File: config.mk
export PLATFORM = sky130hd
export DESIGN_NAME = thread_controller
export DESIGN_NICKNAME = d
export VERILOG_FILES = /design/src/common/cp_isa_pkg.sv /design/src/common/cp_thread_pkg.sv /design/src/design/thread_controller.sv
export VERILOG_INCLUDE_DIRS = /design/src /design/src/common
export SDC_FILE = /design/constraint.sdc
export NUM_CORES = 1
export LEC_CHECK = 0
export ABC_CLOCK_PERIOD_IN_PS = 2760
export BUFFER_PORTS_ARGS = -buffer_cell sky130_fd_sc_hd__buf_2
export CORE_MARGIN = 8
export CORE_UTILIZATION = 60
export DETAILED_ROUTE_END_ITERATION = 12
export GPL_TIMING_DRIVEN = 0
export PLACE_DENSITY = 0.79
export SYNTH_ARGS = -nofsm -noshare
export SYNTH_HDL_FRONTEND = slang
export SYNTH_SLANG_ARGS = --single-unit
File: constraint.sdc
create_clock -name clock -period 2.76 [get_ports clock]
set_input_delay 0.552 -clock clock [delete_from_list [all_inputs] [get_ports clock]]
set_output_delay 0.552 -clock clock [all_outputs]
set_load 0.01 [all_outputs]
File: src/common/cp_defines.svh
`ifndef CP_DEFINES_SVH
`define CP_DEFINES_SVH

// Thread geometry of the barrel
`define CP_THREAD_COUNT         8
`define CP_THREAD_ADDR_WIDTH    3

// Program counter and instruction memory
`define CP_PC_WIDTH             10
`define CP_I_DEPTH              1024

// ALU word and instruction fields
`define CP_WORD_WIDTH           36
`define CP_D_WIDTH              12
`define CP_OPCODE_WIDTH         4
`define CP_AB_ADDR_WIDTH        10

// Write address windows
`define CP_I_WRITE_BASE         12'h000
`define CP_BRANCH_WRITE_BASE    12'h800

// Branch tables with entries indexed as {thread, slot}
`define CP_BRANCH_COUNT         2
`define CP_BT_DEPTH             (`CP_THREAD_COUNT * `CP_BRANCH_COUNT)
`define CP_BT_INDEX_WIDTH       4

// Pipeline depths
`define CP_I_TAP_DEPTH          1
`define CP_AB_READ_DEPTH        2

`endif

File: src/common/cp_isa_pkg.sv
`include "cp_defines.svh"

package cp_isa_pkg;

    // Instruction word as stored in instruction memory
    typedef struct packed {
        logic [`CP_OPCODE_WIDTH-1:0]    opcode;
        logic [`CP_D_WIDTH-1:0]         d;
        logic [`CP_AB_ADDR_WIDTH-1:0]   a;
        logic [`CP_AB_ADDR_WIDTH-1:0]   b;
    } cp_instr_t;

    // Branch conditions tested on the previous ALU result as a signed number
    typedef enum logic [2:0] {
        COND_ALWAYS     = 3'd0,
        COND_NEVER      = 3'd1,
        COND_ZERO       = 3'd2,
        COND_NONZERO    = 3'd3,
        COND_NEGATIVE   = 3'd4,
        COND_POSITIVE   = 3'd5
    } cp_cond_e;

    // One branch table entry padded out to a full ALU word
    typedef struct packed {
        logic                       enable;
        logic                       cancel_on_taken;
        cp_cond_e                   condition;
        logic [`CP_PC_WIDTH-1:0]    origin;
        logic [`CP_PC_WIDTH-1:0]    destination;
        logic [10:0]                reserved;
    } cp_branch_entry_t;

    // The same ALU word is an instruction in one window and a branch entry in the other
    typedef union packed {
        cp_instr_t                  instr;
        cp_branch_entry_t           branch;
        logic [`CP_WORD_WIDTH-1:0]  raw;
    } cp_alu_word_u;

endpackage

File: src/common/cp_thread_pkg.sv
`include "cp_defines.svh"

package cp_thread_pkg;

    import cp_isa_pkg::*;

    typedef logic [`CP_THREAD_ADDR_WIDTH-1:0] cp_thread_t;
    typedef logic [`CP_PC_WIDTH-1:0]          cp_pc_t;

    // Names the thread and PC of the instruction at the same pipeline stage
    typedef struct packed {
        logic       valid;
        cp_thread_t thread;
        cp_pc_t     pc;
    } cp_fetch_t;

    // ALU write port whose data doubles as the previous ALU result
    typedef struct packed {
        logic                       en;
        logic [`CP_D_WIDTH-1:0]     addr;
        cp_alu_word_u               data;
    } cp_alu_write_t;

endpackage

File: src/design/thread_controller.sv
`timescale 1ns/100ps
`include "cp_defines.svh"

module thread_controller
    import cp_thread_pkg::*;
(
    input  logic        clock,
    input  logic        rst_n,
    input  logic        ready,
    input  logic        ready_jump,
    input  cp_pc_t      ready_destination,
    output cp_pc_t      issue_pc,
    output cp_fetch_t   fetch
);

    localparam cp_thread_t LAST_THREAD = cp_thread_t'(`CP_THREAD_COUNT - 1);
    localparam int         REC_DEPTH   = 2 + `CP_AB_READ_DEPTH;

    cp_thread_t thread_cnt;
    cp_pc_t     pc_mem [`CP_THREAD_COUNT];
    cp_fetch_t  issue;
    cp_fetch_t  rec [REC_DEPTH];
    cp_fetch_t  done;

    // Strict round robin, one thread per cycle
    always_ff @(posedge clock or negedge rst_n) begin
        if (!rst_n) begin
            thread_cnt <= '0;
        end else begin
            thread_cnt <= (thread_cnt == LAST_THREAD) ? '0 : thread_cnt + 1'b1;
        end
    end

    assign issue_pc     = pc_mem[thread_cnt];
    assign issue.valid  = 1'b1;
    assign issue.thread = thread_cnt;
    assign issue.pc     = issue_pc;

    // Stages 0 and 1 follow the RAM read and tap while the rest wait for the delayed retire
    always_ff @(posedge clock or negedge rst_n) begin
        if (!rst_n) begin
            for (int i = 0; i < REC_DEPTH; i++) begin
                rec[i] <= '0;
            end
        end else begin
            rec[0] <= issue;
            for (int i = 1; i < REC_DEPTH; i++) begin
                rec[i] <= rec[i-1];
            end
        end
    end

    assign fetch = rec[1];          // Lines up with the instruction leaving the tap
    assign done  = rec[REC_DEPTH-1];

    // With eight threads against a four cycle loop the write lands before the next issue
    always_ff @(posedge clock or negedge rst_n) begin
        if (!rst_n) begin
            for (int i = 0; i < `CP_THREAD_COUNT; i++) begin
                pc_mem[i] <= '0;
            end
        end else if (done.valid) begin
            if (ready_jump) begin
                pc_mem[done.thread] <= ready_destination;
            end else if (ready) begin
                pc_mem[done.thread] <= done.pc + 1'b1;
            end
            // Neither one replays the same PC on the thread's next turn
        end
    end

endmodule

# Word level (Yosys, flattened, before mapping)
# Cells that the tools add are included.
dict set report totals {
  reg_bits 139
  input_bits 14
  output_inout_bits 24
}
dict set report op_classes {
  n_addsub 2
  magnitude_cmp 3
  n_eq_ne 1
  mux 10
  n_bitwise 2
  reduce_logical 3
}
# op n
set ops {}
lappend ops {{80-bit bitwise mux} 2}
lappend ops {{80-bit two-way mux} 2}
lappend ops {{10-bit binary-select mux with 3-bit select} 1}
lappend ops {{10-bit demux with 3-bit select} 1}
lappend ops {{10-bit two-way mux} 3}
lappend ops {{10-bit by 1-bit adder with 10-bit output (second input constant)} 1}
lappend ops {{4-bit greater-or-equal comparator (second input constant)} 2}
lappend ops {{3-bit inverter with 4-bit output} 2}
lappend ops {{4-bit by 1-bit less-than comparator with 1-bit output (second input constant)} 1}
lappend ops {{3-bit by 1-bit adder with 3-bit output (second input constant)} 1}
lappend ops {{3-bit equality test (second input constant)} 1}
lappend ops {{3-bit two-way mux} 1}
lappend ops {{2-bit AND reduction} 1}
lappend ops {{2-bit nonzero test} 1}
lappend ops {{1-bit logical AND} 1}

# Logic depth before layout (Yosys ltp)
dict set report logic_depth {
  ltp_word 8
  depth_mapped 5
  ltp_nobuf 5
}

# Worst setup path before layout
# OpenSTA, ideal clock, no wires.
dict set report synth_path {
  path_kind {register -> output}
  startpoint {register thread_cnt[0]}
  endpoint {output issue_pc[9]}
  arrival_ps 1517
  t_required_ps 2208
  path_slack_ps 691
  path_stages_with_launch 4
  path_buffers 1
  cell_sequence {dfrtp_1 -> buf_2 -> mux4_2 -> mux2_2}
}
dict set report synth_via {
  elab_chain_len 4
}
# element line_no
set synth_lines {}
lappend synth_lines {{start, declared} thread_controller.sv:19} ;# cp_thread_t thread_cnt;
lappend synth_lines {{start signal, assigned} thread_controller.sv:30} ;# thread_cnt <= (thread_cnt == LAST_THREAD) ? '0 : thread_cnt + 1'b1;
lappend synth_lines {{3-bit inverter with 4-bit output (not written as such)} thread_controller.sv:34} ;# assign issue_pc = pc_mem[thread_cnt];
lappend synth_lines {{10-bit binary-select mux with 3-bit select} thread_controller.sv:34}
lappend synth_lines {{10-bit two-way mux (not written as such) (2 in series)} thread_controller.sv:34}
lappend synth_lines {{end, declared} thread_controller.sv:12} ;# output cp_pc_t issue_pc,
# No other way between the ends. The select of a mux whose other input is x is not followed.

# Final worst setup path
dict set report layout_path {
  startpoint {register thread_cnt[0]}
  endpoint {output issue_pc[4]}
}
# The elaborated chain is that of the path after synthesis.

==> impl_metrics.py <==
metrics = {
    "worst_setup_path": {
        "cp_max_fo": 10,
        "worstPathRequired_ps": 2210,
        "r2r_end": "pc_mem[14]$_DFFE_PN0P_",
        "critPathArrivalTime_ps": 2150,
        "cp-start-kind": "flip-flop",
        "crit_type": "reg -> out",
        "cp-end-kind": "primary output",
        "rrSetupSlack_ps": 690,
        "reg2reg_depth": 5,
        "reg2reg_from": "done[0]$_DFF_PN0_",
    },
    "detailed_routing": {
        "dr_wl_met3_um": 487,
        "drt-pass1-iter-count": 4,
        "via_per_inst": 5.788,
        "drt_iter0_markers": 209,
        "drc": 0,
        "wl_per_cell_um": 21.01,
        "ant_nets": 0,
        "dr.max_layer_used": "met4",
        "wl_met1_um": 4647,
        "wl_met2_um": 6015,
        "drt-total-wl_um": 11280,
        "num_vias": 3108,
    },
    "placed_design": {
        "postPlaceCellArea_um2": 5829,
        "port_buffers": 37,
        "gp_congestion": 0.7305,
        "place_hpwl_um": 7076,
    },
    "global_route": {
        "grt_start_max_net_pins": 80,
        "antenna_found_initial": 0,
        "grt_first_pass_wirelength_um": 18620,
        "grt_pass1_vias": 3451,
        "gr-total-overflow": 0,
        "grt.total_usage_pct": 19.44,
    },
    "floorplan": {
        "die_y_um": 111.5,
        "io_pins": 38,
        "rows": 35,
        "start_util_pct": 60.65,
        "dieArea_um2": 12430,
        "die_w_um": 111.5,
        "coreArea_um2": 9021,
    },
    "clock_tree": {
        "clk_latency_ps": 520,
        "cts_sinks": 139,
        "clockBufferDepth": 2,
        "clkTransAtPathRegs_ps": 60,
        "htree_num_levels": 4,
        "tritoncts": "built",
        "cts_root_buf": "clkbuf_8",
        "cts-buffers-inserted": 17,
    },
    "flow_run": {
        "drv_cap": 0,
    },
    "sta": {
        "finalMaxSlewViolations": 0,
        "tns_ps": 0,
        "hold_slack_ps": 71.35,
        "fmax_mhz": 370.7,
        "tightest_slew_ps": 1022,
        "setup_viol": 0,
        "slew_headroom_pct": 31.15,
        "fin_crit_sh_pct": 97.75,
        "skew_ps": 8.987,
        "fin_crit_ps": 2698,
        "hold_viol": 0,
    },
    "logic_synthesis": {
        "yosys-top-cells-area": "dfrtp_1 (64%), mux2_2 (15%), mux4_2 (8.2%)",
        "synth_edf_count": 0,
        "synth_commonest_cells": "dfrtp_1 (139), mux2_2 (71), nor2_1 (23)",
        "ys_types": 34,
        "synthCells": 354,
        "syn_nets": 371,
        "async_flop_share_pct": 100.0,
        "synth-seq-cells": 139,
        "syn_area_per_cell_um2": 15.46,
        "yosysSeqAreaShare_pct": 63.57,
        "yosysTopAreaCell": "dfrtp_1",
        "yosysMostFrequentCell": "dfrtp_1",
        "ys.flop_type": "dfrtp_1",
        "ys_warn_count": 0,
        "syn_area_um2": 5471,
        "synth_top_area_share_pct": 63.57,
    },
    "power": {
        "power_frac_seq_pct": 48.4,
        "intPower_mw": 3.898,
        "switching_share_pct": 25.20,
        "ir_drop_uv": 395.3,
        "leakagePower_nw": 2.831,
        "pwr-share-clk_pct": 39.4,
        "pwr_density_cell_nw_per_um2": 812.1,
        "p_sw_mw": 1.313,
        "comb_power_share_pct": 12.2,
    },
    "final_layout": {
        "synthToLayoutAreaGrowth_pct": 17.29,
        "drive_gt1_share_pct": 45.54,
        "final_nets": 430,
        "num_antenna_cells": 0,
        "fin_area_um2": 6417,
        "post-route-util_pct": 71.14,
        "nFillCells": 558,
    },
    "hold_path": {
        "hold_class": "in -> async",
    },
    "status": {
        "status": "finished, final reports clean",
    },
}
-- area by class of cell --
type	instances	area, µm²	area share, %
well taps	111	138.9	2.164
multi-input cells	184	1812	28.23
inverters	3	11.26	0.1755
clock buffers	20	425.4	6.629
repair buffers	40	234.0	3.646
clock inverters	12	117.6	1.833
plain buffers	28	198.9	3.100
flip-flops and latches	139	3480	54.22
-- per-stage QoR --
step / power (mW) / setup WS (ps) / cells
2_1_floorplan: 2.931 / 691.0 / 354
3_3_place_gp: 3.120 / -590.7 / 502
3_5_place_dp: 3.176 / 308.8 / 503
4_1_cts: 5.237 / 5.801 / 535
5_1_grt: 5.412 / -5.370 / 537
6_report: 5.211 / 62.14 / 537
-- critical path: stages (launching register included) --
cell and delay [ps]:
dfrtp_2 440, buf_8 200, mux4_2 510, mux2_2 310, buf_2 150
-- metal layers --
layer | track usage [%] | vias to the layer above
li1 | - | 1385
met1 | 23.51 | 1637
met2 | 32.99 | 70
met3 | 5.376 | 16
met4 | 6.222 | 0
met5 | 0 | -
-- repair_timing --
item                                   CTS  global route
buffers inserted                         0             2
pin swaps                                0             0
setup endpoints to repair               10            10
resized for setup                        7             5
cloned                                   0             0
endpoints found under the hold margin    0             0
hold buffers                             0             0
-- power groups by stage --
| stage | Clock, mW | Sequential (mW) | Combinational [mW] |
|---|---|---|---|
| final | 2.05 | 2.52 | 0.634 |
| after global routing | 2.16 | 2.56 | 0.696 |
| after CTS | 2.07 | 2.52 | 0.643 |
| after detailed placement | 0 | 2.55 | 0.628 |
| after global placement | 0 | 2.52 | 0.595 |
| after floorplan | 0 | 2.49 | 0.443 |
-- worst max path at each step --
stage,start,endpoint,slack [ps],cells after the start
3_5_place_dp,thread_cnt[0]$_DFF_PN0_,issue_pc[0],310,4
2_1_floorplan,thread_cnt[0]$_DFF_PN0_,issue_pc[9],690,3
3_3_place_gp,rst_n,rec[22]$_DFF_PN0_,-590,1
6_report,thread_cnt[0]$_DFF_PN0_,issue_pc[4],60,4
4_1_cts,thread_cnt[0]$_DFF_PN0_,issue_pc[0],6,4
5_1_grt,thread_cnt[0]$_DFF_PN0_,issue_pc[4],-5,4
-- state kept, by name, summed over array words and instances (netlist names) --
signal,cells
fetch,14
thread_cnt,3
pc_mem,80
rec,28
done,14
-- layout by cell type, fill, tap and decap left out, drive strengths merged, types with 2 or more instances in the layout --
master | netlist | routed
or4 | 3 | 3
o21ai | 8 | 8
a31oi | 4 | 4
dfrtp | 139 | 139
buf | 25 | 64
o211ai | 2 | 2
o31ai | 2 | 2
nand2 | 8 | 8
nand4 | 3 | 3
clkinv | 1 | 6
nor2 | 23 | 23
nand2b | 2 | 2
or3 | 3 | 3
ha | 3 | 3
xnor2 | 2 | 2
clkinvlp | 0 | 4
clkbuf | 3 | 24
nand3 | 4 | 4
a21oi | 15 | 15
mux2 | 74 | 74
mux4 | 20 | 20
inv | 2 | 4
nor3 | 3 | 3
-- logic make-up (layout without fill, tap and decap cells) --
family                   after synthesis  after routing  share of synthesized area, %
adder cells (fa/ha/maj)                3              3                        0.6861
XOR/XNOR                               3              3                        0.4803
AND/OR/NAND/NOR                       51             51                         4.505
buffers and inverters                 31            103                         3.316
multiplexers                          95             95                         23.65
AO/OA/AOI/OAI                         31             31                         3.727
other                                  1              1                       0.06854
flip-flops                           139            139                         63.57
Note: power is estimated with default switching activity, not from simulation.
