<file path="src/common/cp_defines.svh">
`ifndef CP_DEFINES_SVH
`define CP_DEFINES_SVH

// Thread geometry of the barrel
`define CP_THREAD_COUNT         8
`define CP_THREAD_ADDR_WIDTH    3

// Program counter and instruction memory
`define CP_PC_WIDTH             10
`define CP_I_DEPTH              1024

// ALU word and instruction fields
`define CP_WORD_WIDTH           36
`define CP_D_WIDTH              12
`define CP_OPCODE_WIDTH         4
`define CP_AB_ADDR_WIDTH        10

// Write address windows
`define CP_I_WRITE_BASE         12'h000
`define CP_BRANCH_WRITE_BASE    12'h800

// Branch tables with entries indexed as {thread, slot}
`define CP_BRANCH_COUNT         2
`define CP_BT_DEPTH             (`CP_THREAD_COUNT * `CP_BRANCH_COUNT)
`define CP_BT_INDEX_WIDTH       4

// Pipeline depths
`define CP_I_TAP_DEPTH          1
`define CP_AB_READ_DEPTH        2

`endif

</file>
<file path="src/common/cp_isa_pkg.sv">
`include "cp_defines.svh"

package cp_isa_pkg;

    // Instruction word as stored in instruction memory
    typedef struct packed {
        logic [`CP_OPCODE_WIDTH-1:0]    opcode;
        logic [`CP_D_WIDTH-1:0]         d;
        logic [`CP_AB_ADDR_WIDTH-1:0]   a;
        logic [`CP_AB_ADDR_WIDTH-1:0]   b;
    } cp_instr_t;

    // Branch conditions tested on the previous ALU result as a signed number
    typedef enum logic [2:0] {
        COND_ALWAYS     = 3'd0,
        COND_NEVER      = 3'd1,
        COND_ZERO       = 3'd2,
        COND_NONZERO    = 3'd3,
        COND_NEGATIVE   = 3'd4,
        COND_POSITIVE   = 3'd5
    } cp_cond_e;

    // One branch table entry padded out to a full ALU word
    typedef struct packed {
        logic                       enable;
        logic                       cancel_on_taken;
        cp_cond_e                   condition;
        logic [`CP_PC_WIDTH-1:0]    origin;
        logic [`CP_PC_WIDTH-1:0]    destination;
        logic [10:0]                reserved;
    } cp_branch_entry_t;

    // The same ALU word is an instruction in one window and a branch entry in the other
    typedef union packed {
        cp_instr_t                  instr;
        cp_branch_entry_t           branch;
        logic [`CP_WORD_WIDTH-1:0]  raw;
    } cp_alu_word_u;

endpackage

</file>
<file path="src/common/cp_thread_pkg.sv">
`include "cp_defines.svh"

package cp_thread_pkg;

    import cp_isa_pkg::*;

    typedef logic [`CP_THREAD_ADDR_WIDTH-1:0] cp_thread_t;
    typedef logic [`CP_PC_WIDTH-1:0]          cp_pc_t;

    // Names the thread and PC of the instruction at the same pipeline stage
    typedef struct packed {
        logic       valid;
        cp_thread_t thread;
        cp_pc_t     pc;
    } cp_fetch_t;

    // ALU write port whose data doubles as the previous ALU result
    typedef struct packed {
        logic                       en;
        logic [`CP_D_WIDTH-1:0]     addr;
        cp_alu_word_u               data;
    } cp_alu_write_t;

endpackage

</file>
<file path="src/design/write_port_decoder.sv">
`timescale 1ns/100ps
`include "cp_defines.svh"

module write_port_decoder
    import cp_isa_pkg::*;
    import cp_thread_pkg::*;
(
    input  logic                            clock,
    input  logic                            rst_n,
    input  cp_alu_write_t                   alu_write,
    output logic                            i_wr_en,
    output cp_pc_t                          i_wr_addr,
    output cp_instr_t                       i_wr_word,
    output logic                            bt_wr_en,
    output logic [`CP_BT_INDEX_WIDTH-1:0]   bt_wr_index,
    output cp_branch_entry_t                bt_wr_entry
);

    localparam logic [`CP_D_WIDTH-1:0] I_SPAN  = `CP_I_DEPTH;
    localparam logic [`CP_D_WIDTH-1:0] BT_SPAN = `CP_BT_DEPTH;

    logic [`CP_D_WIDTH-1:0] i_offset;
    logic [`CP_D_WIDTH-1:0] bt_offset;
    logic                   i_hit;
    logic                   bt_hit;

    // Offsets below a base wrap to large values, so one compare covers both window edges
    assign i_offset  = alu_write.addr - `CP_I_WRITE_BASE;
    assign bt_offset = alu_write.addr - `CP_BRANCH_WRITE_BASE;

    assign i_hit  = alu_write.en && (i_offset < I_SPAN);
    assign bt_hit = alu_write.en && (bt_offset < BT_SPAN);

    // The write port is taken in on the edge and handed to the memories one cycle on
    always_ff @(posedge clock or negedge rst_n) begin
        if (!rst_n) begin
            i_wr_en  <= 1'b0;
            bt_wr_en <= 1'b0;
        end else begin
            i_wr_en  <= i_hit;
            bt_wr_en <= bt_hit;
        end
    end

    always_ff @(posedge clock) begin
        i_wr_addr   <= i_offset[`CP_PC_WIDTH-1:0];
        i_wr_word   <= alu_write.data.instr;        // Instruction view of the word
        bt_wr_index <= bt_offset[`CP_BT_INDEX_WIDTH-1:0];
        bt_wr_entry <= alu_write.data.branch;       // Branch view of the same word
    end

endmodule

</file>
<file path="config.mk">
export PLATFORM = sky130hd
export DESIGN_NAME = write_port_decoder
export DESIGN_NICKNAME = d
export VERILOG_FILES = /design/src/common/cp_isa_pkg.sv /design/src/common/cp_thread_pkg.sv /design/src/design/write_port_decoder.sv
export VERILOG_INCLUDE_DIRS = /design/src /design/src/common
export SDC_FILE = /design/constraint.sdc
export NUM_CORES = 1
export LEC_CHECK = 0
export BUFFER_PORTS_ARGS = -buffer_cell sky130_fd_sc_hd__buf_2
export CORE_AREA = 2 2 67 63
export DETAILED_ROUTE_END_ITERATION = 7
export DIE_AREA = 0 0 69 65
export PLACE_DENSITY = 0.86
export SLEW_MARGIN = 20
export SYNTH_ARGS = -nofsm -noshare
export SYNTH_HDL_FRONTEND = slang
export SYNTH_SLANG_ARGS = --single-unit
</file>
<file path="constraint.sdc">
create_clock -name clock -period 0.8 [get_ports clock]
set_input_delay 0.12 -clock clock [delete_from_list [all_inputs] [get_ports clock]]
set_output_delay 0.12 -clock clock [all_outputs]
set_load 0.02 [all_outputs]
</file>
Yosys cells after proc, flatten, opt, wreduce, memory -nomap -nowiden
Index checks and enable logic that the tools add are counted.
Widths: inputs -> output; s select.
- flip-flop bits (word level): 88
- input bits: 51
- logic and storage cells: 19
- add/subtract/negate cells: 1
- order comparisons: 2
- reduce and logical (&&, ||, !) cells: 2
- operators by type and width (operator ; number):
    $lt 12x11->1 const B ; 1
    $lt 12x5->1 const B ; 1
    $sub 12x12->12 const B ; 1
    $logic_and 1x1->1 ; 2

Longest topological paths before layout
Gate-level depths: netlist (run 1).
- word-level depth: 3
- mapped depth: 2
- gate-level depth less buffers: 2

Worst setup path after synthesis (run 1)
OpenSTA, ideal clock, no wires.
- path kind: flip-flop to output port
- start: reg, netlist name bt_wr_index[0]
- end: out i_wr_addr[0]
- arrival time: 595 ps
- setup slack: 85 ps
- cell stages (with the launch flop): 2
- path buffers: 1
- cell sequence: dfxtp_1 -> buf_4
- RTL lines (element ; line ; RTL):
    to (decl) ; write_port_decoder.sv:12 ; output cp_pc_t i_wr_addr,

Worst setup path after layout (run 1)
- start: reg i_wr_en
- end: out i_wr_en
- RTL lines (element ; line ; RTL):
    from (decl) ; write_port_decoder.sv:11 ; output logic i_wr_en,
    from (signal assigned) ; write_port_decoder.sv:40 ; i_wr_en <= i_hit;
No word-level cell between the ends.

==> results.md, run 1 <==
- Synthesis Warnings: 0
- Power share of the combinational group: 0.215
- ANT nets after route: 0
- Worst VDD drop: about 1200 uV
- Chip Height: roughly 65 um
- WP data arrival: 820 ps
- GRT overflow: 0
- Core area: approximately 3900 um2
- Most common cell after layout, fill and taps aside: buf_6
- Die ar.: about 4500 um2
- Capturing element type of the critical path: output port
- Synthesized Nets: around 140
- Die W: about 70 um
- Top delay family on crit path: flip-flops
- Slew margin rel.: 0.8561
- Most frequent cells in the layout: buf_6 (88), buf_2 (50), dlygate4sd3_1 (49)
- Register share of total power: 0.510
- Clock share of power: 0.275
- Vias in the first global route: 1,328
- CP bufs+invs: 1
- Worst-path fanout max: 1
- Fin crit period: 936.1 ps
- Final instance area: about 3000 um2
- Post-synth cell types: 7
- Int Pwr: a little under 4000 uW
- Area Overhead vs Synth: 125.8%
- Failing checks: setup timing
- CTS tree: built
- Max incr delay on CP: 390 ps
- CP Cell Sequence: buf_6
- Placed Area: 1753 um2
- Mean Syn Cell Area: about 14 um2
- Num CTS Buffers: 5
- Post-Route WL: about 4400 um
- CP max stage cell: dfrtp_1
- Final Cycle Share: 1.170
- Leak pwr: around 0.0014 uW
- Synth Cell Area: between 1000 and 1500 um2
- First-pass GRT wire length: between 6000 and 7000 um
- # IOs: around 140
- Req. time, crit path: a little under 700 ps
- Register clock-pin slew on the reported worst setup and hold paths: roughly 80 ps
- Yosys top cell area share: 0.7070
- Non-filler cells, final: roughly 300
- # nets final: roughly 300
- Initial antenna violation count: 0
- DR WL/cell: 14.80 um
- Longest Clk Path Bufs: 2
- Sequential share of the synthesized area: 0.7454
- Max Cap Viol: 0
- Area contributors post-synth: dfxtp_1 (71%), buf_4 (23%), dfrtp_1 (3.8%), and4b_1 (0.77%), nor4b_1 (0.67%)
- Switching pwr: about 1300 uW
- CTS root buf: clkbuf_8
- Hold_ws: 102.6 ps
- Slew Limit Fails: 0
- Final setup margin: -136.1 ps
- Setup Viol. Count Final: between 80 and 90
- Largest net degree at the start of global routing: 14
- Worst Hold Class: input pin to flop
- Worst slew pin tran: roughly 210 ps
- DRC viols: 0
- 1st-pass router iterations: 3
- Sink Count: 48
- Worst setup SP type: flop
- # rows: 22
- Status: finished, violations left
- Starting density of the core: 0.3380
- DR iter-0 viols: 27
- Port Buf Inserts: around 140
- GR Util All Layers: 0.1974
- Layout cell share with drive strength beyond 1: 0.7692
- ANT cells: 0
- Gate Count Post-Synth: slightly above 90
- Pwr Density: 1771 nW/um2
- Placed insts: approximately 240
- CP Class: flop to output port
- H-tree level count: 2
- Max Freq: about 1.1 GHz
- Synthesis-stage register bit count: 48
- Final hold violation count: 0
- Total power: approximately 5200 uW
- Placer Congestion: about 0.78
- Vias/cell: around 4
- Largest area contributor in the synthesized netlist: dfxtp_1
- RSZ-0062 raised after global routing: yes
- Vias: 1,177
- Switch share: 0.2497
power groups by stage:
| stage | clock network, uW | logic (uW) | registers [uW] |
|---|---|---|---|
| floorplan | 0 | 291 | 2790 |
| global placement | 0 | 646 | 2620 |
| detailed placement | 0 | 651 | 2620 |
| CTS | 1460 | 1100 | 2650 |
| global route | 1570 | 1170 | 2670 |
| finish | 1430 | 1120 | 2660 |
cell type report:
type                            instances  area (um2)
Fill cell                             222       912.1
Tap cell                               48       60.06
Sequential cell                        48        1028
Multi-Input combinational cell          4       31.28
Clock buffer                            8       90.09
Timing Repair Buffer                  187        1732
timing repair:
action                                  4_1_cts  5_1_grt
endpoints found under the setup margin       88       88
endpoints found under the hold margin        49        0
resized for setup                           222        0
hold buffers                                 49        0
buffers inserted                              0        0
worst paths after layout:
check,from,endpoint,slack (ps),cells after the start
worst min-delay path,alu_write[48],i_wr_en,100,2
worst max-delay path,i_wr_en,i_wr_en,-140,1
min in group asynchronous,rst_n,i_wr_en,160,2
max in group asynchronous,rst_n,bt_wr_en,550,2
state kept, by name, summed over array words and instances, names as in the netlist:
signal / flops
i_wr_word: 22
bt_wr_index: 3
bt_wr_en: 1
i_wr_en: 1
bt_wr_entry: 14
i_wr_addr: 7
stage by stage:
stage	util	setup TNS, ps	worst slack (ps)
global placement	0.4549	0	35.42
finish	0.7633	-6990	-136.1
detailed placement	0.4549	0	1.333
global route	0.7633	-10000	-162.7
floorplan	-	0	85.13
CTS	0.7633	-7354	-132.8
layer usage:
layer  track usage  share of wire
met3       0.07621          0.083
met4       0.05147         0.0087
met2        0.4303           0.62
met5             0              0
met1        0.1583           0.29
cells in the mapped netlist:
cell / n
nor3_1: 1
and4b_1: 1
dfxtp_1: 46
nor3b_1: 1
buf_4: 40
nor4b_1: 1
dfrtp_1: 2
logic make-up after synthesis:
kind of cell,synth area share
buf+inv,0.2305
simple gates,0.02402
flops,0.7454
No activity file was read; power rests on OpenSTA's default activity.
==> inputs of run 2 (changes only) <==
- BUFFER_PORTS_ARGS: -buffer_cell sky130_fd_sc_hd__buf_2 -> default
- CORE_AREA: 2 2 67 63 -> 2 2 64 60
- DIE_AREA: 0 0 69 65 -> 0 0 66 62
- DONT_BUFFER_PORTS: default -> 1
- PLACE_DENSITY: 0.86 -> 0.58
==> run 2 against run 1 <==
  * Critical endpoint is now i_wr_word[27]
  * Largest power group unchanged
  * The run still ends with setup timing left
  * First-iteration DRC count fell by 33%
  * Clock power fell by 3%
  * Die area is 8.8% lower
  * Largest cell class unchanged
==> results.md, run 2 (synthesis gave the netlist of run 1 again) <==
- Status: finished, violations left
- Failing checks: setup timing
- CTS tree: built
- RSZ-0062 raised after global routing: yes
- Fin crit period: 880.3 ps
- Total power: about 4900 uW
- # IOs: roughly 140
- Max Cap Viol: 0
- Max incr delay on CP: between 300 and 400 ps
- 1st-pass router iterations: 2
- # rows: 21
- Core area: between 3000 and 4000 um2
- Vias: ~800
- Placed insts: 140
- Register area: 1046 um2
- Pwr Density: 2023 nW/um2
- H-tree level count: 2
- Area Overhead vs Synth: 85.59%
- Final hold violation count: 0
- Chip Height: around 62 um
- Leak pwr: about 0.0010 uW
- Slew Limit Fails: 0
- Vias/cell: about 4.0
- ANT cells: 0
- Num CTS Buffers: 5
- CP Cell Sequence: buf_12
- Worst slew pin tran: approximately 340 ps
- Initial antenna violation count: 0
- Worst setup slack after placement: 37.58 ps
- Worst setup SP type: flop
- Largest net degree at the start of global routing: 14
- GR Util All Layers: 0.1378
- Worst Hold Class: input pin to flop
- Clock share of power: 0.283
- DRC viols: 0
- CP max stage cell: dfxtp_2
- Slew margin rel.: 0.7732
- CTS root buf: clkbuf_8
- Final Cycle Share: 1.100
- Starting density of the core: 0.3699
- Most frequent cells in the layout: dlygate4sd3_1 (50), dfxtp_2 (40), buf_12 (25)
- GRT overflow: 0
- Multi-input logic area: between 30 and 40 um2
- Switch share: 0.2376
- Final Core Density: 0.6866
- Capturing element type of the critical path: output port
- Vias in the first global route: ~870
- DR WL/cell: 14.24 um
- Register share of total power: 0.539
- Port Buf Inserts: 0
- Largest register FFs: 22
- CP Class: flop to output port
- ANT nets after route: 0
- Postcts setup bufs: 0
- Post-Route WL: 2820 um
- Worst-path fanout max: 2
- Longest Clk Path Bufs: 2
- WP data arrival: approximately 760 ps
- CP bufs+invs: 1
- Register clock-pin slew on the reported worst setup and hold paths: ~80 ps
- Largest Register: i_wr_word
- First-pass GRT wire length: just under 4000 um
- Max Freq: around 1.1 GHz
- Int Pwr: between 3000 and 4000 uW
- Die W: 66 um
- Top delay family on crit path: flip-flops
- Most common cell after layout, fill and taps aside: dlygate4sd3_1
- Layout cell share with drive strength beyond 1: 0.6316
- Worst VDD drop: 1392 uV
- Non-filler cells, final: around 200
- Setup Viol. Count Final: between 80 and 90
- Placer Congestion: 0.5283
- Req. time, crit path: 680 ps
- Sink Count: 48
- DR iter-0 viols: 18
- Top Registers: i_wr_word: 22 flops, bt_wr_entry: 14 flops, i_wr_addr: 7 flops
- Power share of the combinational group: 0.179
- FILL cells: 253
- # nets final: 202
- Die ar.: 4092 um2
- Final setup margin: -80.25 ps
- Switching pwr: about 1200 uW
run 2: cell types whose count changed in the layout (fill, tap and decap cells not counted), sizes merged:
cell	delta
buf	-96
dlygate4sd3	+1
run 2: path summary, 6_finish.rpt:
path	depth (start not counted)	to	startpoint	slack, ps
max in group asynchronous	1	i_wr_en	rst_n	600
min in group asynchronous	1	bt_wr_en	rst_n	60
min	1	bt_wr_en	alu_write[43]	30
max	1	i_wr_word[27]	bt_wr_entry[27]	-80
run 2: timing repair:
action,CTS,global route
setup endpoints to repair,88,88
hold buffers,50,0
resized for setup,70,1
hold endpoints to repair,49,0
run 2: per-layer routing:
layer  track usage  part of all wire  wire [um]  up-vias
met3       0.07928              0.16        452        8
li1              -                 -          -      359
met4       0.09329             0.019         54        0
met5             0                 0          0        -
met1        0.1121              0.29        828      346
met2        0.2554              0.53       1484       82
run 2: final cells by class:
cell class | count | share of cell area
Tap cell | 46 | 0.02381
Sequential cell | 48 | 0.4327
Multi-Input combinational cell | 4 | 0.01294
Clock buffer | 8 | 0.03727
Timing Repair Buffer | 92 | 0.4933
run 2: power by group through the flow:
| stage | registers [uW] | clock network [uW] | logic (uW) |
|---|---|---|---|
| after floorplan | 2790 | 0 | 291 |
| after global placement | 2660 | 0 | 650 |
| after detailed placement | 2670 | 0 | 650 |
| after CTS | 2630 | 1460 | 872 |
| after global routing | 2650 | 1550 | 917 |
| final | 2630 | 1380 | 873 |
run 2: through the flow:
step           hold WS, ps  TNS (ps)  area [um2]
2_1_floorplan       -175.6         0        1303
3_3_place_gp        -175.5         0        1688
3_5_place_dp        -175.5         0        1688
4_1_cts              25.68     -6835        2416
5_1_grt              8.098     -8700        2417
6_report             29.04     -5586        2417
