===== src/common/cp_defines.svh =====
`ifndef CP_DEFINES_SVH
`define CP_DEFINES_SVH

// Thread geometry of the barrel
`define CP_THREAD_COUNT         8
`define CP_THREAD_ADDR_WIDTH    3

// Program counter and instruction memory
`define CP_PC_WIDTH             10
`define CP_I_DEPTH              1024

// ALU word and instruction fields
`define CP_WORD_WIDTH           36
`define CP_D_WIDTH              12
`define CP_OPCODE_WIDTH         4
`define CP_AB_ADDR_WIDTH        10

// Write address windows
`define CP_I_WRITE_BASE         12'h000
`define CP_BRANCH_WRITE_BASE    12'h800

// Branch tables with entries indexed as {thread, slot}
`define CP_BRANCH_COUNT         2
`define CP_BT_DEPTH             (`CP_THREAD_COUNT * `CP_BRANCH_COUNT)
`define CP_BT_INDEX_WIDTH       4

// Pipeline depths
`define CP_I_TAP_DEPTH          1
`define CP_AB_READ_DEPTH        2

`endif


===== src/common/cp_isa_pkg.sv =====
`include "cp_defines.svh"

package cp_isa_pkg;

    // Instruction word as stored in instruction memory
    typedef struct packed {
        logic [`CP_OPCODE_WIDTH-1:0]    opcode;
        logic [`CP_D_WIDTH-1:0]         d;
        logic [`CP_AB_ADDR_WIDTH-1:0]   a;
        logic [`CP_AB_ADDR_WIDTH-1:0]   b;
    } cp_instr_t;

    // Branch conditions tested on the previous ALU result as a signed number
    typedef enum logic [2:0] {
        COND_ALWAYS     = 3'd0,
        COND_NEVER      = 3'd1,
        COND_ZERO       = 3'd2,
        COND_NONZERO    = 3'd3,
        COND_NEGATIVE   = 3'd4,
        COND_POSITIVE   = 3'd5
    } cp_cond_e;

    // One branch table entry padded out to a full ALU word
    typedef struct packed {
        logic                       enable;
        logic                       cancel_on_taken;
        cp_cond_e                   condition;
        logic [`CP_PC_WIDTH-1:0]    origin;
        logic [`CP_PC_WIDTH-1:0]    destination;
        logic [10:0]                reserved;
    } cp_branch_entry_t;

    // The same ALU word is an instruction in one window and a branch entry in the other
    typedef union packed {
        cp_instr_t                  instr;
        cp_branch_entry_t           branch;
        logic [`CP_WORD_WIDTH-1:0]  raw;
    } cp_alu_word_u;

endpackage


===== src/common/cp_thread_pkg.sv =====
`include "cp_defines.svh"

package cp_thread_pkg;

    import cp_isa_pkg::*;

    typedef logic [`CP_THREAD_ADDR_WIDTH-1:0] cp_thread_t;
    typedef logic [`CP_PC_WIDTH-1:0]          cp_pc_t;

    // Names the thread and PC of the instruction at the same pipeline stage
    typedef struct packed {
        logic       valid;
        cp_thread_t thread;
        cp_pc_t     pc;
    } cp_fetch_t;

    // ALU write port whose data doubles as the previous ALU result
    typedef struct packed {
        logic                       en;
        logic [`CP_D_WIDTH-1:0]     addr;
        cp_alu_word_u               data;
    } cp_alu_write_t;

endpackage


===== src/branch_folding/branch_folding.sv =====
`timescale 1ns/100ps
`include "cp_defines.svh"

module branch_folding
    import cp_isa_pkg::*;
    import cp_thread_pkg::*;
(
    input  logic                            clock,
    input  logic                            rst_n,
    input  cp_fetch_t                       fetch,
    input  cp_alu_word_u                    r_prev,
    input  logic                            bt_wr_en,
    input  logic [`CP_BT_INDEX_WIDTH-1:0]   bt_wr_index,
    input  cp_branch_entry_t                bt_wr_entry,
    output logic                            jump,
    output cp_pc_t                          branch_destination,
    output logic                            cancel
);

    logic [`CP_BT_DEPTH-1:0]        bt_enable;
    cp_branch_entry_t               bt_entry [`CP_BT_DEPTH];
    logic [`CP_BT_INDEX_WIDTH-1:0]  idx0;
    logic [`CP_BT_INDEX_WIDTH-1:0]  idx1;
    cp_branch_entry_t               entry0;
    cp_branch_entry_t               entry1;
    logic                           hit0;
    logic                           hit1;
    cp_branch_entry_t               sel;
    logic                           cond_ok;

    // Test one condition against the previous result read as a signed number
    function automatic logic cond_true(
        input cp_cond_e                         cond,
        input logic signed [`CP_WORD_WIDTH-1:0] r
    );
        logic result;
        case (cond)
            COND_ALWAYS:   result = 1'b1;
            COND_NEVER:    result = 1'b0;
            COND_ZERO:     result = (r == '0);
            COND_NONZERO:  result = (r != '0);
            COND_NEGATIVE: result = (r < 0);
            COND_POSITIVE: result = (r > 0);
            default:       result = 1'b0;   // Unused encodings never fire
        endcase
        return result;
    endfunction

    // Enables are the only table state that reset touches
    always_ff @(posedge clock or negedge rst_n) begin
        if (!rst_n) begin
            bt_enable <= '0;
        end else if (bt_wr_en) begin
            bt_enable[bt_wr_index] <= bt_wr_entry.enable;
        end
    end

    always_ff @(posedge clock) begin
        if (bt_wr_en) begin
            bt_entry[bt_wr_index] <= bt_wr_entry;
        end
    end

    // Each thread owns the two consecutive entries {thread, slot}
    assign idx0 = {fetch.thread, 1'b0};
    assign idx1 = {fetch.thread, 1'b1};

    assign entry0 = bt_entry[idx0];
    assign entry1 = bt_entry[idx1];

    assign hit0 = bt_enable[idx0] && (entry0.origin == fetch.pc);
    assign hit1 = bt_enable[idx1] && (entry1.origin == fetch.pc);

    // Slot 0 decides whenever it matches, even if its condition fails
    assign sel = hit0 ? entry0 : entry1;

    assign cond_ok = cond_true(sel.condition, signed'(r_prev.raw));

    assign jump               = fetch.valid && (hit0 || hit1) && cond_ok;
    assign branch_destination = sel.destination;
    assign cancel             = jump && sel.cancel_on_taken;

endmodule


===== config.mk =====
export PLATFORM = sky130hd
export DESIGN_NAME = branch_folding
export DESIGN_NICKNAME = d
export VERILOG_FILES = /design/src/common/cp_isa_pkg.sv /design/src/common/cp_thread_pkg.sv /design/src/branch_folding/branch_folding.sv
export VERILOG_INCLUDE_DIRS = /design/src /design/src/common
export SDC_FILE = /design/constraint.sdc
export NUM_CORES = 1
export LEC_CHECK = 0
export BUFFER_PORTS_ARGS = -buffer_cell sky130_fd_sc_hd__buf_4
export CAP_MARGIN = 10
export CORE_ASPECT_RATIO = 1.25
export CORE_MARGIN = 8
export CORE_UTILIZATION = 60
export CTS_CLUSTER_DIAMETER = 60
export DETAILED_ROUTE_END_ITERATION = 8
export HOLD_SLACK_MARGIN = 0.08
export PLACE_DENSITY = 0.86
export SYNTH_ARGS = -nofsm -noshare
export SYNTH_HDL_FRONTEND = slang
export SYNTH_SLANG_ARGS = --single-unit
export TNS_END_PERCENT = 20

===== constraint.sdc =====
create_clock -name clock -period 8.94 [get_ports clock]
set_input_delay 0.447 -clock clock [delete_from_list [all_inputs] [get_ports clock]]
set_output_delay 0.447 -clock clock [all_outputs]
set_load 0.03 [all_outputs]

# [Word-level counts from Yosys, hierarchy flattened]
# Memories as Yosys holds them, arrays and structs flattened.
# Index checks and enable logic that the tools add are counted.
[word_totals] regBits=16 ramBits=576 wordCells=35 memories=1
[op_classes] n_lt_le_gt_ge=6 n_eq_ne=6 muxes=11 reduce_logical=10
[mem_list] memory="bt_entry" depth=16 word_bits=36 rd=2 rd_ports_with_merged_regs=0 wr=1 line="branch_folding.sv:21" rtl="cp_branch_entry_t bt_entry [`CP_BT_DEPTH];"
[op_table] op="greater-than comparator 36 x 1 -> 1 bit (second input constant)" n=1
[op_table] op="zero test 36 bit" n=1
[op_table] op="less-than comparator 36 x 1 -> 1 bit (second input constant)" n=1
[op_table] op="nonzero test 36 bit" n=1
[op_table] op="2-to-1 mux 35 bit" n=1
[op_table] op="== test 10 bit" n=2
[op_table] op="bitwise mux 16 bit" n=1
[op_table] op="less-than comparator 4 x 5 -> 1 bit (second input constant)" n=3
[op_table] op="binary-select mux 1 bit (select 3 bit)" n=2
[op_table] op="== test 3 x 2 -> 1 bit (second input constant)" n=2
[op_table] op="== test 3 bit (second input constant)" n=2
[op_table] op="logical AND 1 bit" n=6
[op_table] op="2-to-1 mux 1 bit" n=5
[op_table] op="one-hot mux 1 bit (5 select lines)" n=1
[op_table] op="demux 1 bit (select 4 bit)" n=1
[op_table] op="greater-or-equal comparator 4 x 1 -> 1 bit (second input constant)" n=1
[op_table] op="zero test 3 bit" n=1
[op_table] op="logical OR 1 bit" n=1

# [Depth between registers and ports, before layout]
[depth] depth_word=8 depth_mapped=14 mapped_depth_nobuf=10

# [Worst setup path before layout]
# No wires, ideal clock.
[synth_path] path_kind="input -> output" startpoint="in fetch[12] (netlist bit)" endpoint="out jump" arrival_ns=3.551 required_ns=8.493 path_slack_ns=4.942 stages=13 cell_sequence="clkbuf_1 -> buf_2 -> clkbuf_1 -> mux2i_1 -> xor2_1 -> nand4_1 -> nor4_4 -> buf_6 -> mux2i_1 -> nor3_1 -> or4_1 -> nand4_1 -> nor2b_1"
[synth_between] elab_chain_len=7
[synth_lines] item="start, declared" line="branch_folding.sv:10" rtl="input cp_fetch_t fetch,"
[synth_lines] item="memory read (16 x 36 bit) / binary-select mux 1 bit (select 3 bit) (equally long branches)"
[synth_lines] item="== test 10 bit / 2-to-1 mux 1 bit (equally long branches)" line="branch_folding.sv:71" rtl="assign hit0 = bt_enable[idx0] && (entry0.origin == fetch.pc);"
[synth_lines] item="logical AND 1 bit" line="branch_folding.sv:71"
[synth_lines] item="2-to-1 mux 35 bit" line="branch_folding.sv:75" rtl="assign sel = hit0 ? entry0 : entry1;"
[synth_lines] item="== test 3 bit, or another cell as far along" line="branch_folding.sv:37" rtl="case (cond)"
[synth_lines] item="one-hot mux 1 bit (5 select lines)" line="branch_folding.sv:37"
[synth_lines] item="logical AND 1 bit (*)" line="branch_folding.sv:79" rtl="assign jump = fetch.valid && (hit0 || hit1) && cond_ok;"
[synth_lines] item="end, declared" line="branch_folding.sv:15" rtl="output logic jump,"
# Mark *: on every way between the ends. The rest lies on a longest branch, timed or not. The select of a mux whose other input is x is not followed.

# [Worst setup path after layout]
[layout_path] startpoint="in fetch[11] (netlist bit)" endpoint="out cancel"
[layout_between] elab_chain_len=8
[layout_lines] item="memory read (16 x 36 bit) / binary-select mux 1 bit (select 3 bit) (equally long branches)"
[layout_lines] item="== test 10 bit / 2-to-1 mux 1 bit (equally long branches)" line="branch_folding.sv:71"
[layout_lines] item="logical AND 1 bit" line="branch_folding.sv:71"
[layout_lines] item="2-to-1 mux 35 bit" line="branch_folding.sv:75"
[layout_lines] item="== test 3 bit, or another cell as far along" line="branch_folding.sv:37"
[layout_lines] item="one-hot mux 1 bit (5 select lines)" line="branch_folding.sv:37"
[layout_lines] item="logical AND 1 bit" line="branch_folding.sv:79"
[layout_lines] item="logical AND 1 bit (*)" line="branch_folding.sv:81" rtl="assign cancel = jump && sel.cancel_on_taken;"
[layout_lines] item="end, declared" line="branch_folding.sv:17" rtl="output logic cancel"
# Marks and branches as above.

==> flow_metrics.env <==
export IMPL_status="complete, no violations"
export IMPL_antenna_cells=0
export IMPL_hold_viol=0
export IMPL_slew_violations=0
export IMPL_start_kind="input port"
export IMPL_critical_path_max_stage_delay_ns=0.75
export IMPL_gp_congestion=0.752
export IMPL_p_per_area_nw_per_um2=217
export IMPL_io_buffers=93
export IMPL_yosysSeqAreaShare=0.764
export IMPL_drt_first_pass_iters=5
export IMPL_path_cells="buf_4, buf_4, mux4_2, mux2i_1, xor2_1, nand4_1, nor4_4, mux2i_1, nor3_1, or4_1, nand4_1, and3b_1, buf_4"
export IMPL_coreArea_um2=25800
export IMPL_worst_slack_ns=3.14
export IMPL_skew_ns=0
export IMPL_drive_above_1_share=0.374
export IMPL_start_util=0.605
export IMPL_synth_distinct_cells=32
export IMPL_die_area_um2=31500
export IMPL_min_path_type="in -> reg"
export IMPL_cpMostUsedCell="buf_4"
export IMPL_grt_max_degree=56
export IMPL_n_fill_cell=1497
export IMPL_cts_root_buf="clkbuf_16"
export IMPL_vias=7651
export IMPL_leakagePower_nw=5.86
export IMPL_end_kind="primary output"
export IMPL_synth_area_mux_share=0.186
export IMPL_cp_max_fo=55
export IMPL_use_met3=0.0461
export IMPL_cts_setup_buffers=0
export IMPL_synth_compound_area_share=0.00264
export IMPL_rows=66
export IMPL_setup_tns_ns=0
export IMPL_instances_no_fill=1159
export IMPL_dpl_cell_count=1094
export IMPL_clock_sinks=400
export IMPL_use_met1=0.274
export IMPL_ios=105
export IMPL_drt_iter0_drc=727
export IMPL_synth_fa_ha_area_frac=0
export IMPL_grtUsageTotal=0.226
export IMPL_ys_ff_latch=400
export IMPL_maxCapViolations=0
export IMPL_worst_path_max_delay_cell="buf_4"
export IMPL_mostFrequentLayoutCell="edfxtp_1"
export IMPL_fin_crit_sh=0.649
export IMPL_die_x_um=160
export IMPL_crit_required_ns=8.49
export IMPL_cts_path_max_buffers=3
export IMPL_final_nets=887
export IMPL_clock_latency_ns=0.51
export IMPL_synth_cells=673
export IMPL_use_met2=0.392
export IMPL_place_hpwl_mm=18.9
export IMPL_final_core_util=0.693
export IMPL_synth_top_area_share=0.738
export IMPL_syn_area_um2=15600
export IMPL_wl_mm=35.2
export IMPL_synth_largest_area_cell="edfxtp_1"
export IMPL_synth_top_family_by_area="multiplexers"
export IMPL_rsz0062_at_grt="no"
export IMPL_synth_nets=766
export IMPL_crit_buf_inv=3
export IMPL_layout_min_cycle_time_ns=5.80
export IMPL_place_ws_ns=3.32
export IMPL_syn_area_per_cell_um2=23.2
export IMPL_tightest_slew_ns=1.09
export IMPL_cts_htree_levels=2
export IMPL_path_clk_slew_ns=0.06
export IMPL_hold_slack_ns=0.217
export IMPL_setup_viol=0
export IMPL_ir_worst_vdd_mv=0.204
export IMPL_max_slew_margin=0.266
export IMPL_synth_area_top_cells="edfxtp_1, mux4_2, dfrtp_1"
export IMPL_final_cell_mix="edfxtp_1, buf_4, mux4_2, clkbuf_16, mux2i_1"
export IMPL_drc=0
export IMPL_antenna_found_initial=0
export IMPL_ant_nets=0
export IMPL_cts_tree="yes"
export IMPL_avgRoutedWirePerCell_um=30.4
export IMPL_fp_dieH_um=196
export IMPL_grt_busiest_layer="met2"
export IMPL_grt_pass1_wl_mm=51.7
export IMPL_ys_warn_count=0
export IMPL_cts_inserted_buffers=37
export IMPL_yosys_area_share_simple=0.0243
export IMPL_grt_remaining_overflow=0
export IMPL_worstSetupPathType="in -> out"
export IMPL_grt_pass1_vias=8187
export IMPL_synth_xor_area_frac=0.0118
export IMPL_via_per_inst=6.60
export IMPL_critPathTopFamily="simple AND/OR/NAND/NOR gates"
export IMPL_clock_fmax_mhz=172
export IMPL_arrival_ns=5.36
export IMPL_area_growth_pct=14.7
synth_stat cells:
| library cell | instances |
|---|---|
| edfxtp_1 | 384 |
| nand3_1 | 4 |
| nor2_1 | 13 |
| a211oi_1 | 1 |
| mux4_2 | 108 |
| and3b_1 | 3 |
| xor2_1 | 11 |
| clkbuf_1 | 13 |
| or3b_2 | 1 |
| nor4_1 | 11 |
| mux4_1 | 3 |
| o21ai_0 | 2 |
| buf_12 | 1 |
| nand3b_1 | 2 |
| buf_2 | 12 |
| nand2_1 | 9 |
| nand4b_1 | 1 |
| xnor2_1 | 10 |
| nor2b_1 | 2 |
| o211ai_1 | 2 |
| nand4_1 | 5 |
| or4_1 | 1 |
| a211o_1 | 1 |
| nand2b_1 | 3 |
| mux2_2 | 16 |
| mux2i_1 | 22 |
| nor3b_1 | 3 |
| nor4_4 | 1 |
| buf_6 | 4 |
| dfrtp_1 | 16 |
| nor3_1 | 7 |
| buf_1 | 1 |
metrics by stage:
step | power, mW | instance area [µm²]
6_report | 3.88 | 17900
3_5_place_dp | 2.42 | 16800
5_1_grt | 3.98 | 17900
2_1_floorplan | 2.31 | 15600
3_3_place_gp | 2.39 | 16800
4_1_cts | 3.90 | 17900
area by class of cell:
class	instances	area (µm²)	area share
Clock inverter	13	114	0.00635
Clock buffer	51	1030	0.0574
Tap cell	340	425	0.0237
Multi-Input combinational cell	242	3570	0.199
Timing Repair Buffer	113	855	0.0477
Sequential cell	400	11900	0.666
sequential cells by signal (all words and copies together), names as in the netlist:
| name | flops |
|---|---|
| bt_enable | 16 |
| bt_entry | 384 |
routing by layer:
layer  wire length [µm]  part of all wire
met1              12300              0.35
met4               1370             0.039
met3               2950             0.084
met5                  0                 0
met2              18500              0.53
final timing paths:
check | cells after the start | to | from | slack [ns]
max in group asynchronous | 2 | bt_enable[1]$_DFFE_PN0P_ | rst_n | 8.33
min reg2reg | 1 | bt_enable[15]$_DFFE_PN0P_ | bt_enable[15]$_DFFE_PN0P_ | 0.51
max | 13 | cancel | fetch[11] | 3.14
min | 1 | bt_entry[0][23]$_DFFE_PP_ | bt_wr_entry[23] | 0.22
min in group asynchronous | 2 | bt_enable[9]$_DFFE_PN0P_ | rst_n | 0.40
max reg2reg | 1 | bt_enable[1]$_DFFE_PN0P_ | bt_enable[1]$_DFFE_PN0P_ | 8.16
cells by family (layout without fill, tap and decap cells):
family / Yosys count / in the layout
flip-flops: 400 / 400
multiplexers: 149 / 149
AND/OR/NAND/NOR: 66 / 66
buffers and inverters: 31 / 177
XOR/XNOR: 21 / 21
AO/OA/AOI/OAI: 6 / 6
power breakdown:
group	leakage, nW	total, mW	switching (mW)	internal, mW
Clock	0.563	1.50	0.638	0.861
Combinational	1.64	0.256	0.135	0.121
Sequential	3.67	2.13	0.0200	2.11
timing repair:
item / 4_1_cts / 5_1_grt
gates resized for setup: 0 / 0
hold buffers: 1 / 0
hold endpoints to repair: 16 / 0
Note: power is estimated with default switching activity, not from simulation.
